[config.mk]
export PLATFORM = sky130hd
export DESIGN_NAME = cfgbus_top
export DESIGN_NICKNAME = d
export VERILOG_FILES = /design/src/cfgbus_pkg.sv /design/src/cfgbus_arbiter.sv /design/src/cfgbus_decoder.sv /design/src/cfgbus_mailbox.sv /design/src/cfgbus_doorbell.sv /design/src/cfgbus_target_stage.sv /design/src/cfgbus_top.sv
export VERILOG_INCLUDE_DIRS = /design/src
export SDC_FILE = /design/constraint.sdc
export NUM_CORES = 1
export LEC_CHECK = 0
export BUFFER_PORTS_ARGS = -buffer_cell sky130_fd_sc_hd__buf_4
export CORE_ASPECT_RATIO = 1.5
export CORE_MARGIN = 2
export CORE_UTILIZATION = 34
export DETAILED_ROUTE_END_ITERATION = 8
export GPL_TIMING_DRIVEN = 0
export HOLD_SLACK_MARGIN = 0.12
export PLACE_DENSITY = 0.59
export SLEW_MARGIN = 10
export SYNTH_ARGS = -nofsm -noshare
export SYNTH_HDL_FRONTEND = slang
export SYNTH_HIERARCHICAL = 1
export SYNTH_SLANG_ARGS = --single-unit
[constraint.sdc]
create_clock -name clk_i -period 5.7 [get_ports clk_i]
set_clock_uncertainty 0.1 [all_clocks]
set_input_delay 0.855 -clock clk_i [delete_from_list [all_inputs] [get_ports clk_i]]
set_output_delay 0.855 -clock clk_i [all_outputs]
set_load 0.05 [all_outputs]
[src/cfgbus_params.svh]
/*
  Size and address map constants for the configuration bus.
  CFG_MBOX_DEPTH must be a power of two, since the FIFO pointers wrap by
  overflow. Every valid address carries CFG_BASE_HI in its upper half.
*/
`ifndef CFGBUS_PARAMS_SVH
`define CFGBUS_PARAMS_SVH

// Data and address word width
`define CFG_DATA_W 32

// Upper address half shared by all targets
`define CFG_BASE_HI 16'h1040

// Region numbers in address bits 15:12
`define CFG_REGION_H2C   4'd2
`define CFG_REGION_C2H   4'd3
`define CFG_REGION_DBELL 4'd4

`define CFG_MBOX_DEPTH  8
`define CFG_SHMEM_WORDS 8

`endif

[src/cfgbus_pkg.sv]
/*
  Shared types of the configuration bus.
  The address is one 32-bit word that is read either raw or as
  base, region and offset fields. Port and target enums are 1 and 2 bits.
*/
`default_nettype none

`include "cfgbus_params.svh"

package cfgbus_pkg;

  typedef struct packed {
    logic [15:0] base;
    logic [3:0]  region;
    logic [11:0] offset;
  } cfg_addr_fields_t;

  typedef union packed {
    logic [`CFG_DATA_W-1:0] raw;
    cfg_addr_fields_t       fields;
  } cfg_addr_u;

  typedef enum logic {
    PORT_HOST    = 1'b0,
    PORT_CLUSTER = 1'b1
  } cfg_port_e;

  typedef enum logic [1:0] {
    TGT_H2C   = 2'd0,
    TGT_C2H   = 2'd1,
    TGT_DBELL = 2'd2,
    TGT_ERR   = 2'd3
  } cfg_target_e;

  typedef struct packed {
    logic                   write;
    cfg_addr_u              addr;
    logic [`CFG_DATA_W-1:0] wdata;
  } cfg_req_t;

  // Payload carried between pipeline stages
  typedef struct packed {
    cfg_req_t    req;
    cfg_port_e   port;
    cfg_target_e target;
    logic        valid;
  } cfg_stage_t;

  typedef struct packed {
    logic [`CFG_DATA_W-1:0] rdata;
    logic                   err;
  } cfg_resp_t;

endpackage

`default_nettype wire

[src/cfgbus_arbiter.sv]
/*
  Round-robin arbitration stage between host and cluster.
  Ready is combinational from the valids and is high for one port at most.
  Requesters must keep valid low during reset and hold their request
  until ready. The host wins the first contended cycle after reset.
*/
`timescale 1ns/1ps
`default_nettype none

module cfgbus_arbiter
  import cfgbus_pkg::*;
(
  input  logic       clk_i,
  input  logic       reset_i,
  input  logic       host_valid_i,
  input  logic       cluster_valid_i,
  input  cfg_req_t   host_req_i,
  input  cfg_req_t   cluster_req_i,
  output logic       host_ready_o,
  output logic       cluster_ready_o,
  output cfg_stage_t stage_o
);

  cfg_port_e  prio_q;
  cfg_stage_t stage_q;
  logic       grant_host;
  logic       grant_cluster;
  logic       contended;

  always_comb begin
    contended     = host_valid_i & cluster_valid_i;
    grant_host    = host_valid_i & (~cluster_valid_i | (prio_q == PORT_HOST));
    grant_cluster = cluster_valid_i & ~grant_host;
  end

  assign host_ready_o    = grant_host;
  assign cluster_ready_o = grant_cluster;

  // Pointer only moves when both ports competed
  always_ff @(posedge clk_i) begin
    if (reset_i) begin
      prio_q <= PORT_HOST;
    end else if (contended) begin
      prio_q <= (prio_q == PORT_HOST) ? PORT_CLUSTER : PORT_HOST;
    end
  end

  always_ff @(posedge clk_i) begin
    if (reset_i) begin
      stage_q.valid <= 1'b0;
    end else begin
      stage_q.valid <= grant_host | grant_cluster;
    end
    if (grant_host | grant_cluster) begin
      stage_q.req  <= grant_host ? host_req_i : cluster_req_i;
      stage_q.port <= grant_host ? PORT_HOST : PORT_CLUSTER;
      // Filled in by the decoder
      stage_q.target <= TGT_ERR;
    end
  end

  assign stage_o = stage_q;

endmodule

`default_nettype wire

[src/cfgbus_decoder.sv]
/*
  Address decode stage.
  An address maps only if its base is CFG_BASE_HI and its region is one of
  the three target regions. Anything else is tagged as a decode error.
*/
`timescale 1ns/1ps
`default_nettype none

`include "cfgbus_params.svh"

module cfgbus_decoder
  import cfgbus_pkg::*;
(
  input  logic       clk_i,
  input  logic       reset_i,
  input  cfg_stage_t stage_i,
  output cfg_stage_t stage_o
);

  cfg_addr_fields_t fields;
  cfg_target_e      target_d;
  cfg_stage_t       stage_q;

  always_comb begin
    fields = stage_i.req.addr.fields;
    if (fields.base != `CFG_BASE_HI) begin
      target_d = TGT_ERR;
    end else begin
      case (fields.region)
        `CFG_REGION_H2C:   target_d = TGT_H2C;
        `CFG_REGION_C2H:   target_d = TGT_C2H;
        `CFG_REGION_DBELL: target_d = TGT_DBELL;
        default:           target_d = TGT_ERR;
      endcase
    end
  end

  always_ff @(posedge clk_i) begin
    if (reset_i) begin
      stage_q.valid <= 1'b0;
    end else begin
      stage_q.valid <= stage_i.valid;
    end
    stage_q.req    <= stage_i.req;
    stage_q.port   <= stage_i.port;
    stage_q.target <= target_d;
  end

  assign stage_o = stage_q;

endmodule

`default_nettype wire

[src/cfgbus_mailbox.sv]
/*
  Host-to-cluster and cluster-to-host mailbox FIFOs.
  Offset 0x000 pushes on write, 0x004 pops on read, 0x008 reads status
  with full in bit 8 and count in the low bits. A push to a full FIFO is
  dropped with error, a pop from an empty FIFO returns error and zero.
  The response is combinational; state changes on the next edge.
*/
`timescale 1ns/1ps
`default_nettype none

`include "cfgbus_params.svh"

module cfgbus_mailbox
  import cfgbus_pkg::*;
(
  input  logic      clk_i,
  input  logic      reset_i,
  input  logic      sel_h2c_i,
  input  logic      sel_c2h_i,
  input  cfg_req_t  req_i,
  output cfg_resp_t resp_o,
  output logic      h2c_irq_o,
  output logic      c2h_irq_o
);

  localparam int PTR_W = $clog2(`CFG_MBOX_DEPTH);
  localparam int CNT_W = $clog2(`CFG_MBOX_DEPTH + 1);
  localparam logic [11:0] OFS_PUSH   = 12'h000;
  localparam logic [11:0] OFS_POP    = 12'h004;
  localparam logic [11:0] OFS_STATUS = 12'h008;

  // Index 0 is h2c and index 1 is c2h
  logic [`CFG_DATA_W-1:0] mem_q [2][`CFG_MBOX_DEPTH];
  logic [PTR_W-1:0]       wr_ptr_q [2];
  logic [PTR_W-1:0]       rd_ptr_q [2];
  logic [CNT_W-1:0]       count_q [2];
  logic                   c2h_nonempty_q;

  logic idx;
  logic sel;
  logic full;
  logic empty;
  logic do_push;
  logic do_pop;

  always_comb begin
    sel     = sel_h2c_i | sel_c2h_i;
    idx     = sel_c2h_i;
    full    = (count_q[idx] == CNT_W'(`CFG_MBOX_DEPTH));
    empty   = (count_q[idx] == '0);
    do_push = 1'b0;
    do_pop  = 1'b0;
    resp_o  = '0;
    case (req_i.addr.fields.offset)
      OFS_PUSH: begin
        if (req_i.write && !full) begin
          do_push = sel;
        end else begin
          resp_o.err = 1'b1;
        end
      end
      OFS_POP: begin
        if (!req_i.write && !empty) begin
          do_pop       = sel;
          resp_o.rdata = mem_q[idx][rd_ptr_q[idx]];
        end else begin
          resp_o.err = 1'b1;
        end
      end
      OFS_STATUS: begin
        if (!req_i.write) begin
          resp_o.rdata[8]         = full;
          resp_o.rdata[CNT_W-1:0] = count_q[idx];
        end else begin
          resp_o.err = 1'b1;
        end
      end
      default: resp_o.err = 1'b1;
    endcase
  end

  always_ff @(posedge clk_i) begin
    if (do_push) begin
      mem_q[idx][wr_ptr_q[idx]] <= req_i.wdata;
    end
  end

  always_ff @(posedge clk_i) begin
    if (reset_i) begin
      for (int i = 0; i < 2; i++) begin
        wr_ptr_q[i] <= '0;
        rd_ptr_q[i] <= '0;
        count_q[i]  <= '0;
      end
      c2h_nonempty_q <= 1'b0;
    end else begin
      if (do_push) begin
        wr_ptr_q[idx] <= wr_ptr_q[idx] + 1'b1;
        count_q[idx]  <= count_q[idx] + 1'b1;
      end
      if (do_pop) begin
        rd_ptr_q[idx] <= rd_ptr_q[idx] + 1'b1;
        count_q[idx]  <= count_q[idx] - 1'b1;
      end
      c2h_nonempty_q <= (count_q[1] != '0);
    end
  end

  assign h2c_irq_o = (count_q[0] != '0);

  // High for one cycle when the c2h FIFO leaves empty
  assign c2h_irq_o = (count_q[1] != '0) & ~c2h_nonempty_q;

endmodule

`default_nettype wire

[src/cfgbus_doorbell.sv]
/*
  Doorbell and completion flags with shared message memory.
  Offset 0x000 is the doorbell flag, 0x004 the completion flag; a write
  loads data bit 0. Shared memory sits at 0x100 upwards, word aligned.
  Other offsets return error. Interrupts follow the flags directly.
*/
`timescale 1ns/1ps
`default_nettype none

`include "cfgbus_params.svh"

module cfgbus_doorbell
  import cfgbus_pkg::*;
(
  input  logic      clk_i,
  input  logic      reset_i,
  input  logic      sel_i,
  input  cfg_req_t  req_i,
  output cfg_resp_t resp_o,
  output logic      doorbell_irq_o,
  output logic      completion_irq_o
);

  localparam int SHM_IDX_W = $clog2(`CFG_SHMEM_WORDS);
  localparam logic [11:0] OFS_DBELL = 12'h000;
  localparam logic [11:0] OFS_COMPL = 12'h004;
  localparam logic [11:0] OFS_SHMEM = 12'h100;
  localparam logic [11:0] OFS_SHEND = OFS_SHMEM + 12'(4 * `CFG_SHMEM_WORDS);

  logic                   doorbell_q;
  logic                   completion_q;
  logic [`CFG_DATA_W-1:0] shmem_q [`CFG_SHMEM_WORDS];

  logic [11:0]          offset;
  logic                 in_shmem;
  logic [SHM_IDX_W-1:0] shm_idx;
  logic                 wr_en;

  always_comb begin
    offset   = req_i.addr.fields.offset;
    in_shmem = (offset >= OFS_SHMEM) && (offset < OFS_SHEND) && (offset[1:0] == 2'b00);
    shm_idx  = offset[SHM_IDX_W+1:2];
    wr_en    = sel_i & req_i.write;
    resp_o   = '0;
    if (offset == OFS_DBELL) begin
      resp_o.rdata[0] = doorbell_q;
    end else if (offset == OFS_COMPL) begin
      resp_o.rdata[0] = completion_q;
    end else if (in_shmem) begin
      resp_o.rdata = shmem_q[shm_idx];
    end else begin
      resp_o.err = 1'b1;
    end
    // Writes return zero data
    if (req_i.write) begin
      resp_o.rdata = '0;
    end
  end

  always_ff @(posedge clk_i) begin
    if (reset_i) begin
      doorbell_q   <= 1'b0;
      completion_q <= 1'b0;
    end else if (wr_en) begin
      if (offset == OFS_DBELL) begin
        doorbell_q <= req_i.wdata[0];
      end
      if (offset == OFS_COMPL) begin
        completion_q <= req_i.wdata[0];
      end
    end
  end

  always_ff @(posedge clk_i) begin
    if (wr_en && in_shmem) begin
      shmem_q[shm_idx] <= req_i.wdata;
    end
  end

  assign doorbell_irq_o   = doorbell_q;
  assign completion_irq_o = completion_q;

endmodule

`default_nettype wire

[src/cfgbus_target_stage.sv]
/*
  Target access stage.
  Performs the access in the selected target and registers the response.
  Response data goes to both ports; only the origin port sees a valid.
  Decode errors return error with zero data and touch no target.
*/
`timescale 1ns/1ps
`default_nettype none

module cfgbus_target_stage
  import cfgbus_pkg::*;
(
  input  logic       clk_i,
  input  logic       reset_i,
  input  cfg_stage_t stage_i,
  output logic       host_resp_valid_o,
  output logic       cluster_resp_valid_o,
  output cfg_resp_t  host_resp_o,
  output cfg_resp_t  cluster_resp_o,
  output logic       h2c_irq_o,
  output logic       c2h_irq_o,
  output logic       doorbell_irq_o,
  output logic       completion_irq_o
);

  logic      sel_h2c;
  logic      sel_c2h;
  logic      sel_dbell;
  cfg_resp_t mbox_resp;
  cfg_resp_t dbell_resp;
  cfg_resp_t resp_d;
  cfg_resp_t resp_q;
  logic      host_valid_q;
  logic      cluster_valid_q;

  always_comb begin
    sel_h2c   = stage_i.valid && (stage_i.target == TGT_H2C);
    sel_c2h   = stage_i.valid && (stage_i.target == TGT_C2H);
    sel_dbell = stage_i.valid && (stage_i.target == TGT_DBELL);
    case (stage_i.target)
      TGT_H2C, TGT_C2H: resp_d = mbox_resp;
      TGT_DBELL:        resp_d = dbell_resp;
      default: begin
        resp_d.rdata = '0;
        resp_d.err   = 1'b1;
      end
    endcase
  end

  cfgbus_mailbox u_mailbox (
    .clk_i     (clk_i),
    .reset_i   (reset_i),
    .sel_h2c_i (sel_h2c),
    .sel_c2h_i (sel_c2h),
    .req_i     (stage_i.req),
    .resp_o    (mbox_resp),
    .h2c_irq_o (h2c_irq_o),
    .c2h_irq_o (c2h_irq_o)
  );

  cfgbus_doorbell u_doorbell (
    .clk_i            (clk_i),
    .reset_i          (reset_i),
    .sel_i            (sel_dbell),
    .req_i            (stage_i.req),
    .resp_o           (dbell_resp),
    .doorbell_irq_o   (doorbell_irq_o),
    .completion_irq_o (completion_irq_o)
  );

  always_ff @(posedge clk_i) begin
    resp_q <= resp_d;
  end

  always_ff @(posedge clk_i) begin
    if (reset_i) begin
      host_valid_q    <= 1'b0;
      cluster_valid_q <= 1'b0;
    end else begin
      host_valid_q    <= stage_i.valid && (stage_i.port == PORT_HOST);
      cluster_valid_q <= stage_i.valid && (stage_i.port == PORT_CLUSTER);
    end
  end

  assign host_resp_valid_o    = host_valid_q;
  assign cluster_resp_valid_o = cluster_valid_q;
  assign host_resp_o          = resp_q;
  assign cluster_resp_o       = resp_q;

endmodule

`default_nettype wire

[src/cfgbus_top.sv]
/*
  Configuration bus top level.
  Three registered stages: arbitrate, decode, target access. A request
  accepted on one edge returns its response three cycles later on its own
  port. Responses have no back-pressure.
*/
`timescale 1ns/1ps
`default_nettype none

module cfgbus_top
  import cfgbus_pkg::*;
(
  input  logic      clk_i,
  input  logic      reset_i,
  input  logic      host_valid_i,
  input  logic      cluster_valid_i,
  input  cfg_req_t  host_req_i,
  input  cfg_req_t  cluster_req_i,
  output logic      host_ready_o,
  output logic      cluster_ready_o,
  output logic      host_resp_valid_o,
  output logic      cluster_resp_valid_o,
  output cfg_resp_t host_resp_o,
  output cfg_resp_t cluster_resp_o,
  output logic      h2c_irq_o,
  output logic      c2h_irq_o,
  output logic      doorbell_irq_o,
  output logic      completion_irq_o
);

  cfg_stage_t arb_stage;
  cfg_stage_t dec_stage;

  cfgbus_arbiter u_arbiter (
    .clk_i           (clk_i),
    .reset_i         (reset_i),
    .host_valid_i    (host_valid_i),
    .cluster_valid_i (cluster_valid_i),
    .host_req_i      (host_req_i),
    .cluster_req_i   (cluster_req_i),
    .host_ready_o    (host_ready_o),
    .cluster_ready_o (cluster_ready_o),
    .stage_o         (arb_stage)
  );

  cfgbus_decoder u_decoder (
    .clk_i   (clk_i),
    .reset_i (reset_i),
    .stage_i (arb_stage),
    .stage_o (dec_stage)
  );

  cfgbus_target_stage u_target_stage (
    .clk_i                (clk_i),
    .reset_i              (reset_i),
    .stage_i              (dec_stage),
    .host_resp_valid_o    (host_resp_valid_o),
    .cluster_resp_valid_o (cluster_resp_valid_o),
    .host_resp_o          (host_resp_o),
    .cluster_resp_o       (cluster_resp_o),
    .h2c_irq_o            (h2c_irq_o),
    .c2h_irq_o            (c2h_irq_o),
    .doorbell_irq_o       (doorbell_irq_o),
    .completion_irq_o     (completion_irq_o)
  );

endmodule

`default_nettype wire

## Word level (Yosys, flattened, before mapping)

Memory sizes are Yosys's and may differ from the RTL's. A register that Yosys moved wholly into a read port is not among the register bits.
Index checks and enable logic that the tools add are counted.

- Memories: 5
- Word-level logic and storage cells: 139
- Memory bits (read-only): 0
- Bits in latches: 0
- Register bits: 155
- Output and inout port bits: 74
- Memory bits (writable): 788
- Bits of input ports: 134

- $mul: 0
- Eq/ne operators: 9
- $add $sub $neg: 4
- Shift operators: 0
- Reduce and logical (&&, ||, !) cells: 26
- Magnitude comparators: 5
- Multiplexer cells: 55
- Div/mod/pow operators: 0
- Bitwise logic cells: 16

Memory list:

| memory | words | bits a word | rd ports | clocked after memory_dff | wr ports | RTL line | RTL |
|---|---|---|---|---|---|---|---|
| u_target_stage.u_mailbox.mem_q | 2 | 256 | 1 | 0 | 1 | cfgbus_mailbox.sv:33 | `` logic [`CFG_DATA_W-1:0] mem_q [2][`CFG_MBOX_DEPTH]; `` |
| u_target_stage.u_doorbell.shmem_q | 8 | 32 | 1 | 1 | 1 | cfgbus_doorbell.sv:32 | `` logic [`CFG_DATA_W-1:0] shmem_q [`CFG_SHMEM_WORDS]; `` |
| u_target_stage.u_mailbox.count_q | 2 | 4 | 3 | 0 | 2 | cfgbus_mailbox.sv:36 | `logic [CNT_W-1:0] count_q [2];` |
| u_target_stage.u_mailbox.rd_ptr_q | 2 | 3 | 1 | 0 | 2 | cfgbus_mailbox.sv:35 | `logic [PTR_W-1:0] rd_ptr_q [2];` |
| u_target_stage.u_mailbox.wr_ptr_q | 2 | 3 | 1 | 0 | 2 | cfgbus_mailbox.sv:34 | `logic [PTR_W-1:0] wr_ptr_q [2];` |

Operators by type and width:

| operator | count |
|---|---|
| $mux W256 | 1 |
| $mux W32 | 6 |
| $bmux W32 S3 | 1 |
| $demux W32 S3 | 1 |
| $pmux W33 S2 | 1 |
| $mux W65 | 1 |
| $mux W31 | 2 |
| $mux W1 | 31 |
| $mux W23 | 1 |
| $mux W4 | 4 |
| $ne A16 B13 Y1 const B | 1 |
| $eq A12 B3 Y1 const B | 1 |
| $eq A12 B4 Y1 const B | 1 |
| $ge A12 B9 Y1 const B | 1 |
| $logic_not A12 Y1 | 1 |
| $lt A12 B9 Y1 const B | 1 |
| $logic_and A1 B1 Y1 | 11 |
| $eq A4 B2 Y1 const B | 2 |
| $ge A4 B4 Y1 const B | 2 |
| $not A3 Y4 | 2 |
| $pmux W4 S2 | 1 |
| $reduce_bool A4 Y1 | 2 |
| $add A3 B1 Y3 const B | 2 |
| $mux W3 | 2 |
| 20 further kinds | 36 |

## Longest topological paths before layout

Gate-level depths: netlist of the first run.
An unclocked memory read counts as a cell.

- Depth after elaboration: 14
- Mapped depth: 15
- Mapped depth without buffers: 12

## Hierarchy

The synthesis of the first run kept the hierarchy.

By module, submodules not included:

| module | instances | cells an instance | seq. area each (um2) | area each (um2) |
|---|---|---|---|---|
| cfgbus_mailbox | 1 | 1,319 | 15,995.3 | 21,682.0 |
| cfgbus_doorbell | 1 | 442 | 7,727.4 | 9,999.6 |
| cfgbus_arbiter | 1 | 152 | 2,021.9 | 3,047.9 |
| cfgbus_decoder | 1 | 80 | 1,381.3 | 1,461.4 |
| cfgbus_target_stage | 1 | 117 | 700.7 | 1,381.3 |

## Least setup slack after synthesis of the first run

No wires, ideal clock.

- Path kind: register -> register
- Start: register u_decoder.stage_q (netlist bit u_decoder/stage_o[2])
- End: memory u_target_stage/u_mailbox/mem_q[1][224] (netlist bit), enable pin
- Buffers on the path: 6
- Data arrival time: 3.976 ns
- Cell stages (with the launch flop): 11
- Data required time: 5.139 ns
- Setup slack: 1.163 ns
- Library setup time: 0.461 ns
- Period minus slack after synthesis: 4.537 ns
- Cell sequence: dfxtp_1 inv_1 buf_2 and3_1 buf_6 buf_4 buf_4 buf_2 buf_2 nand3b_1 nor3_1

- Longest elaborated chain between the ends: 10
- Elaborated cells on any way between the ends: 20
- Classes of those cells: order compare (2); eq/ne (2); mux (6); bitwise (2); reduce/logical (6); memory (2)

Ends and longest elaborated chain:

| what | RTL line | RTL |
|---|---|---|
| start: declaration | cfgbus_decoder.sv:22 | `cfg_stage_t stage_q;` |
| $eq A2 B1 Y1 * | cfgbus_target_stage.sv:38 | `sel_c2h = stage_i.valid && (stage_i.target == TGT_C2H);` |
| $logic_and A1 B1 Y1 * | cfgbus_target_stage.sv:38 |  |
| net u_target_stage.sel_c2h | cfgbus_target_stage.sv:27 | `logic sel_c2h;` |
| branches (longest 8 deep; another with $ge A4 B4 Y1) | n/a |  |
| end: declaration | cfgbus_mailbox.sv:33 |  |

Mark *: on every way through the listed nets, which the timed path passes.

==> summary.txt, run 1 <==
Timing
  – Rel. slew slack: 0.259
  – Max Freq: between 0.2 and 0.25 GHz
  – Min cycle time layout: about 4500 ps
  – Worst Tran Pin Value: about 1100 ps
  – Final setup viols: 0
  – Setup_tns: 0 ps
  – Hold Vio Cnt, Final: 0
  – Period utilization: 0.794
  – Unrepaired setup endpoints after global routing: no
  – Max Slew Vio Count: 0

Detailed routing
  – Vias per Instance: about 5.1
  – DR WL/cell: ~24 µm
  – DR vias: about 20,000
  – Drt initial violations: between 1,500 and 2,000
  – Routed WL: between 90,000 and 100,000 µm
  – Detailed-route DRC error count: 0
  – Final ANT Viol Nets: 0
  – Drt pass-1 iters: 5

Floorplan
  – Num ports: roughly 210
  – Die Height: 409 µm
  – Cell Rows: approximately 150
  – Core area: approximately 110,000 µm²
  – Starting Density: 0.342
  – Die Area: roughly 110,000 µm²
  – Chip width: approximately 270 µm

Pwr
  – Combinational share of power: 0.042
  – Clock Power Share: 0.402
  – Switching share of power: 0.208
  – Pwr dens: 321 nW/µm²
  – Peak supply drop: 249 µV
  – Overall Power: roughly 14 mW
  – Psw: about 3.0 mW
  – Leakage: between 10 and 15 nW
  – Internal power: between 10 and 15 mW
  – Seq pwr share: 0.556

Global routing
  – Global-route wire length before repair: 139,000 µm
  – Remaining global-route overflow: 0
  – Vias in the first global route: 20,700
  – Initial antenna violation count: 3
  – GRT Resource Usage Total: 0.170
  – Largest net degree at the start of global routing: 48

Critical path
  – CP max stage cell: a211oi_1
  – Worst setup EP type: register
  – CP most frequent cell: a211oi_1
  – Crit-path leading delay family: buffers and inverters
  – Setup crit start kind: register
  – CP max FO: 10
  – Kind of critical path: reg2reg
  – Cell count of the worst reg-to-reg path: 11
  – WP buf/inv: 5
  – Worst Path Required: just over 6000 ps
  – R2r startpoint: u_decoder/stage_o[2]
  – Worst path cell trace: inv_1 > buf_2 > and3_1 > buf_6 > buf_4 > mux2i_2 > clkbuf_1 > a211oi_1 > a211oi_1 > nor3_1 > a22o_1
  – R2R Setup Slk: roughly 1200 ps
  – Crit path largest cell delay: about 860 ps
  – Worst r2r dst: u_target_stage/cluster_resp_o[28]
  – Critical path arrival: approximately 5000 ps

Finish
  – Final #Nets: approximately 2,600
  – Final core occ: 0.406
  – Area grow syn2layout: 18.7%
  – Fill count: roughly 10,000
  – Layout cells sized above 1: 0.268

Clock tree
  – Longest Clk Path Bufs: 3
  – TritonCTS Buffers: a little over 80
  – Hold-fix buffers, CTS: 0
  – Post CTS Setup Buffer Count: 0
  – CTS tree: yes
  – TritonCTS Sinks: around 940
  – CTS H-tree depth: 3
  – Clock Pin Slew Worst Setup and Hold Paths: 70 ps
  – Clock root buffer: clkbuf_16
  – Post_cts resized: 0
  – Worst skew pair latency: ~660 ps

Status
  – Outcome: complete, no violations

Worst hold path
  – Hold Path Origin: u_arbiter/stage_o[31]
  – Hold EP: u_decoder/stage_o[31]
  – Hold Crit Depth: 0
  – Hold crit path type: reg2reg

Placement
  – Port buffer count: 207
  – Post-DP HPWL: 68,000 µm
  – Placer Congestion: approximately 0.86

Synthesis
  – YS warnings: 6
  – Synth Net Count: 2,224
  – Mapped Cells: 2,087
  – Syn_area_per_cell: about 18 µm²
  – Synth Cell Area: between 30,000 and 40,000 µm²

Job
  – Max_cap viols: 0
cell type report:
class                      instances  area [µm²]  share of cell area
multi-input combinational        973        8840               0.201
antenna                            1        2.50           0.0000568
tap                             1425        1780              0.0404
sequential                       943       27400               0.622
buffer                           162        1020              0.0232
clock buffer                     119        2410              0.0546
timing repair buffer             243        2210              0.0501
clock inverter                    35         363             0.00823
inverter                           9        33.8            0.000766
worst max-delay path by stage:
| stage | startpoint | to | slack (ps) | cells after the start |
|---|---|---|---|---|
| 4_1_cts | u_decoder/stage_o[2] | u_target_stage/u_mailbox/mem_q[1][211] | 1140 | 12 |
| 2_1_floorplan | u_decoder/stage_o[2] | u_target_stage/u_mailbox/mem_q[1][224] | 1160 | 10 |
| 3_3_place_gp | u_decoder/stage_o[2] | u_target_stage/u_mailbox/mem_q[1][241] | -1820 | 10 |
| 3_5_place_dp | u_decoder/stage_o[2] | u_target_stage/u_mailbox/mem_q[1][209] | 1160 | 12 |
| 6_report | u_decoder/stage_o[2] | u_target_stage/cluster_resp_o[28] | 1170 | 11 |
| 5_1_grt | u_decoder/stage_o[2] | u_target_stage/u_mailbox/mem_q[1][209] | 960 | 12 |
per-layer routing:
metal	vias to the layer above	wire length, µm	GRT usage
met2	608	52200	0.317
met1	10200	34700	0.187
met3	183	3700	0.0187
met4	0	4940	0.0885
li1	8964	-	-
met5	-	0	0
placed cells by master (no fill, tap or decap), drive strengths merged, types with 3 or more instances in the layout:
| cell type | n |
|---|---|
| ha | 3 |
| a21oi | 66 |
| o21a | 3 |
| dfxtp | 89 |
| a31oi | 3 |
| inv | 13 |
| clkinv | 24 |
| nand2b | 11 |
| nand3b | 3 |
| o22ai | 6 |
| nor2b | 114 |
| xnor2 | 3 |
| edfxtp | 854 |
| and3 | 13 |
| mux2 | 73 |
| buf | 358 |
| a21o | 6 |
| bufinv | 6 |
| nor3b | 3 |
| nor4 | 8 |
| nand3 | 4 |
| a22o | 32 |
| mux2i | 164 |
| nor4b | 3 |
| or2 | 4 |
| a211oi | 217 |
| mux4 | 76 |
| nor2 | 67 |
| clkbuf | 166 |
| nor3 | 43 |
| nand2 | 12 |
| o21ai | 5 |
| a221o | 4 |
power by group through the flow:
stage                     Clock [mW]  Sequential, mW  Combinational (mW)
final                           5.69            7.88               0.595
after floorplan                    0            7.93               0.388
after global placement             0            8.03               0.585
after global routing            6.08            7.90               0.634
after CTS                       5.82            7.89               0.603
after detailed placement           0            8.04               0.601
per-stage QoR:
step	cells	area (µm²)	setup WS [ps]	hold slack, ps
2_1_floorplan	2087	37200	1160	223
3_3_place_gp	3719	40500	-1820	226
3_5_place_dp	3755	41300	1160	227
4_1_cts	3909	44100	1140	236
5_1_grt	3909	44100	957	240
6_report	3910	44100	1170	232
state kept, by name (all words and copies together) (netlist names), 6 cells and up:
register,flops
u_arbiter/stage_o,67
u_decoder/stage_o,49
u_target_stage/u_mailbox/wr_ptr_q,6
u_target_stage/u_mailbox/count_q,8
u_target_stage/u_mailbox/rd_ptr_q,6
u_target_stage/u_doorbell/shmem_q,256
u_target_stage/cluster_resp_o,33
u_target_stage/u_mailbox/mem_q,512
Note: power is estimated with default switching activity, not from simulation.
==> run 2: changes to the inputs <==
==> constraint.sdc (replaced) <==
create_clock -name clk_i -period 4.2 [get_ports clk_i]
set_clock_uncertainty 0.1 [all_clocks]
set_input_delay 0.63 -clock clk_i [delete_from_list [all_inputs] [get_ports clk_i]]
set_output_delay 0.63 -clock clk_i [all_outputs]
set_load 0.05 [all_outputs]
==> run 2 against run 1 <==
Effect of this change:
- the run now ends with setup timing left
- total power rose by 39%
- sequential power rose by 36%
- setup slack got worse by 1200 ps
- largest power group unchanged
==> summary.txt, run 2 (synthesis results as in run 1) <==
Finish
  – Layout cells sized above 1: 0.276
  – Post-route design area: ~45,000 µm²
  – Non-filler cells in the finished layout: around 3,900
  – Fill count: ~9,800
  – Flip-flop count of the largest register after layout: 512
  – Area grow syn2layout: 20.4%
  – Final #Nets: 2,574
  – Most frequent cells in the layout: 854 x edfxtp_1, 259 x buf_4, 204 x a211oi_1
  – Commonest non-fill, non-tap cell in the layout: edfxtp_1
  – Ant diodes: 0

Timing
  – Hold Vio Cnt, Final: 0
  – Min cycle time layout: ~4200 ps
  – Unrepaired setup endpoints after global routing: yes
  – Final setup viols: 1
  – Rel. slew slack: 0.268
  – Max Slew Vio Count: 0
  – Worst Tran Pin Value: 1100 ps
  – Final worst setup slack: -38.9 ps
  – Max Freq: approximately 0.24 GHz
  – Worst hold margin: about 150 ps
  – Period utilization: 1.01

Clock tree
  – Clock Pin Slew Worst Setup and Hold Paths: about 70 ps
  – Clock root buffer: clkbuf_16
  – Worst skew pair latency: 680 ps
  – Longest Clk Path Bufs: 3
  – TritonCTS Sinks: 943
  – CTS tree: yes
  – CTS H-tree depth: 3
  – TritonCTS Buffers: between 80 and 90

Placement
  – Placer Congestion: 0.866
  – DP Cell Count: roughly 3,800
  – Port buffer count: between 200 and 250
  – Placed cell areas: 41,400 µm²
  – Place WS: -265 ps
  – Post-DP HPWL: between 60,000 and 70,000 µm

Floorplan
  – Core area: about 110,000 µm²
  – Cell Rows: roughly 150
  – Chip width: approximately 270 µm
  – Die Height: 409 µm
  – Die Area: approximately 110,000 µm²
  – Starting Density: 0.342
  – Num ports: ~210

Status
  – Failing checks: setup timing
  – Outcome: finished with violations

Detailed routing
  – Vias per Instance: between 5 and 6
  – Final ANT Viol Nets: 0
  – Drt pass-1 iters: 5
  – Routed WL: roughly 100,000 µm
  – DR WL/cell: about 25 µm
  – DR vias: roughly 20,000
  – Detailed-route DRC error count: 0
  – Drt initial violations: about 1,700

Critical path
  – Worst setup EP type: register
  – CP max FO: 10
  – Setup crit start kind: register
  – Worst Path Required: approximately 4700 ps
  – Critical path arrival: about 4700 ps
  – Kind of critical path: reg2reg

Pwr
  – Leakage: approximately 15 nW
  – Internal power: between 15 and 20 mW
  – Combinational share of power: 0.042
  – Switching share of power: 0.207
  – Clock Power Share: 0.416
  – Seq pwr share: 0.542
  – Peak supply drop: about 300 µV
  – Psw: between 4 and 5 mW
  – Pwr dens: between 400 and 500 nW/µm²

Global routing
  – Vias in the first global route: approximately 21,000
  – Remaining global-route overflow: 0
  – Largest net degree at the start of global routing: 49
  – GRT Resource Usage Total: 0.174
  – Initial antenna violation count: 1
  – Met3 Use GR: 0.0214
  – Global-route wire length before repair: 141,000 µm
  – Met1 GRT Util: 0.192
  – Met2 Track Usage GR: 0.321
  – Most Crowded Layer GR: met2

Worst hold path
  – Hold crit path type: in2reg

Job
  – Max_cap viols: 0
-- run 2: changes by cell type in the layout (fill, tap and decap cells not counted), sizes merged --
| cell | change |
|---|---|
| clkbuf | -10 |
| clkinv | +2 |
| bufinv | +8 |
| diode | -1 |
| inv | -1 |
| clkinvlp | +2 |
| dlygate4sd3 | +12 |
| buf | +10 |
-- run 2: worst paths after layout --
| kind | to | slack (ps) | from | cells past startpoint |
|---|---|---|---|---|
| max reg2reg | u_target_stage/cluster_resp_o[12] | -40 | u_decoder/stage_o[2] | 11 |
| min reg2reg | u_decoder/stage_o[10] | 230 | u_arbiter/stage_o[10] | 0 |
| max | u_target_stage/cluster_resp_o[12] | -40 | u_decoder/stage_o[2] | 11 |
| min | u_arbiter/stage_o[50] | 150 | cluster_req_i[46] | 2 |
-- run 2: area by class of cell --
cell class / instances / area [µm²] / area share
Buffer: 161 / 1020 / 0.0229
Clock buffer: 109 / 2340 / 0.0523
Clock inverter: 46 / 622 / 0.0139
Inverter: 9 / 33.8 / 0.000755
Multi-Input combinational cell: 973 / 8940 / 0.200
Sequential cell: 943 / 27400 / 0.613
Tap cell: 1425 / 1780 / 0.0399
Timing Repair Buffer: 266 / 2570 / 0.0574
-- run 2: power by group through the flow --
stage	Sequential (mW)	Combinational (mW)	Clock, mW
final	10.7	0.828	8.23
after global routing	10.7	0.882	8.72
after CTS	10.7	0.836	8.36
after detailed placement	10.9	0.820	0
after global placement	10.9	0.797	0
after floorplan	10.8	0.527	0
-- run 2: worst max-delay path: stages, from the launching register on --
cell and delay, ps:
dfxtp_1 340, inv_1 240, buf_2 340, and3_1 220
buf_6 130, buf_4 200, mux2i_4 540, buf_2 420
buf_2 400, a211oi_1 210, nor3_1 680, a22o_1 300
-- run 2: metrics by stage --
stage          utilization  setup TNS [ps]  power (mW)
3_5_place_dp         0.381           -6540        11.7
5_1_grt              0.412           -22.8        20.3
6_report             0.412           -38.9        19.8
4_1_cts              0.412               0        19.9
2_1_floorplan            -               0        11.3
3_3_place_gp         0.373         -928750        11.7
-- run 2: metal layers --
layer / part of all wire / up-vias
li1: - / 9019
met4: 0.053 / 0
met5: 0 / -
met2: 0.54 / 709
met3: 0.041 / 195
met1: 0.36 / 10400
-- run 2: what timing repair did --
| item | in CTS | in global routing |
|---|---|---|
| resized for setup | 11 | 8 |
| hold buffers | 12 | 0 |
| pin swaps | 6 | 1 |
| hold endpoints to repair | 9 | 0 |
| setup endpoints to repair | 121 | 25 |
| setup buffers | 13 | 1 |
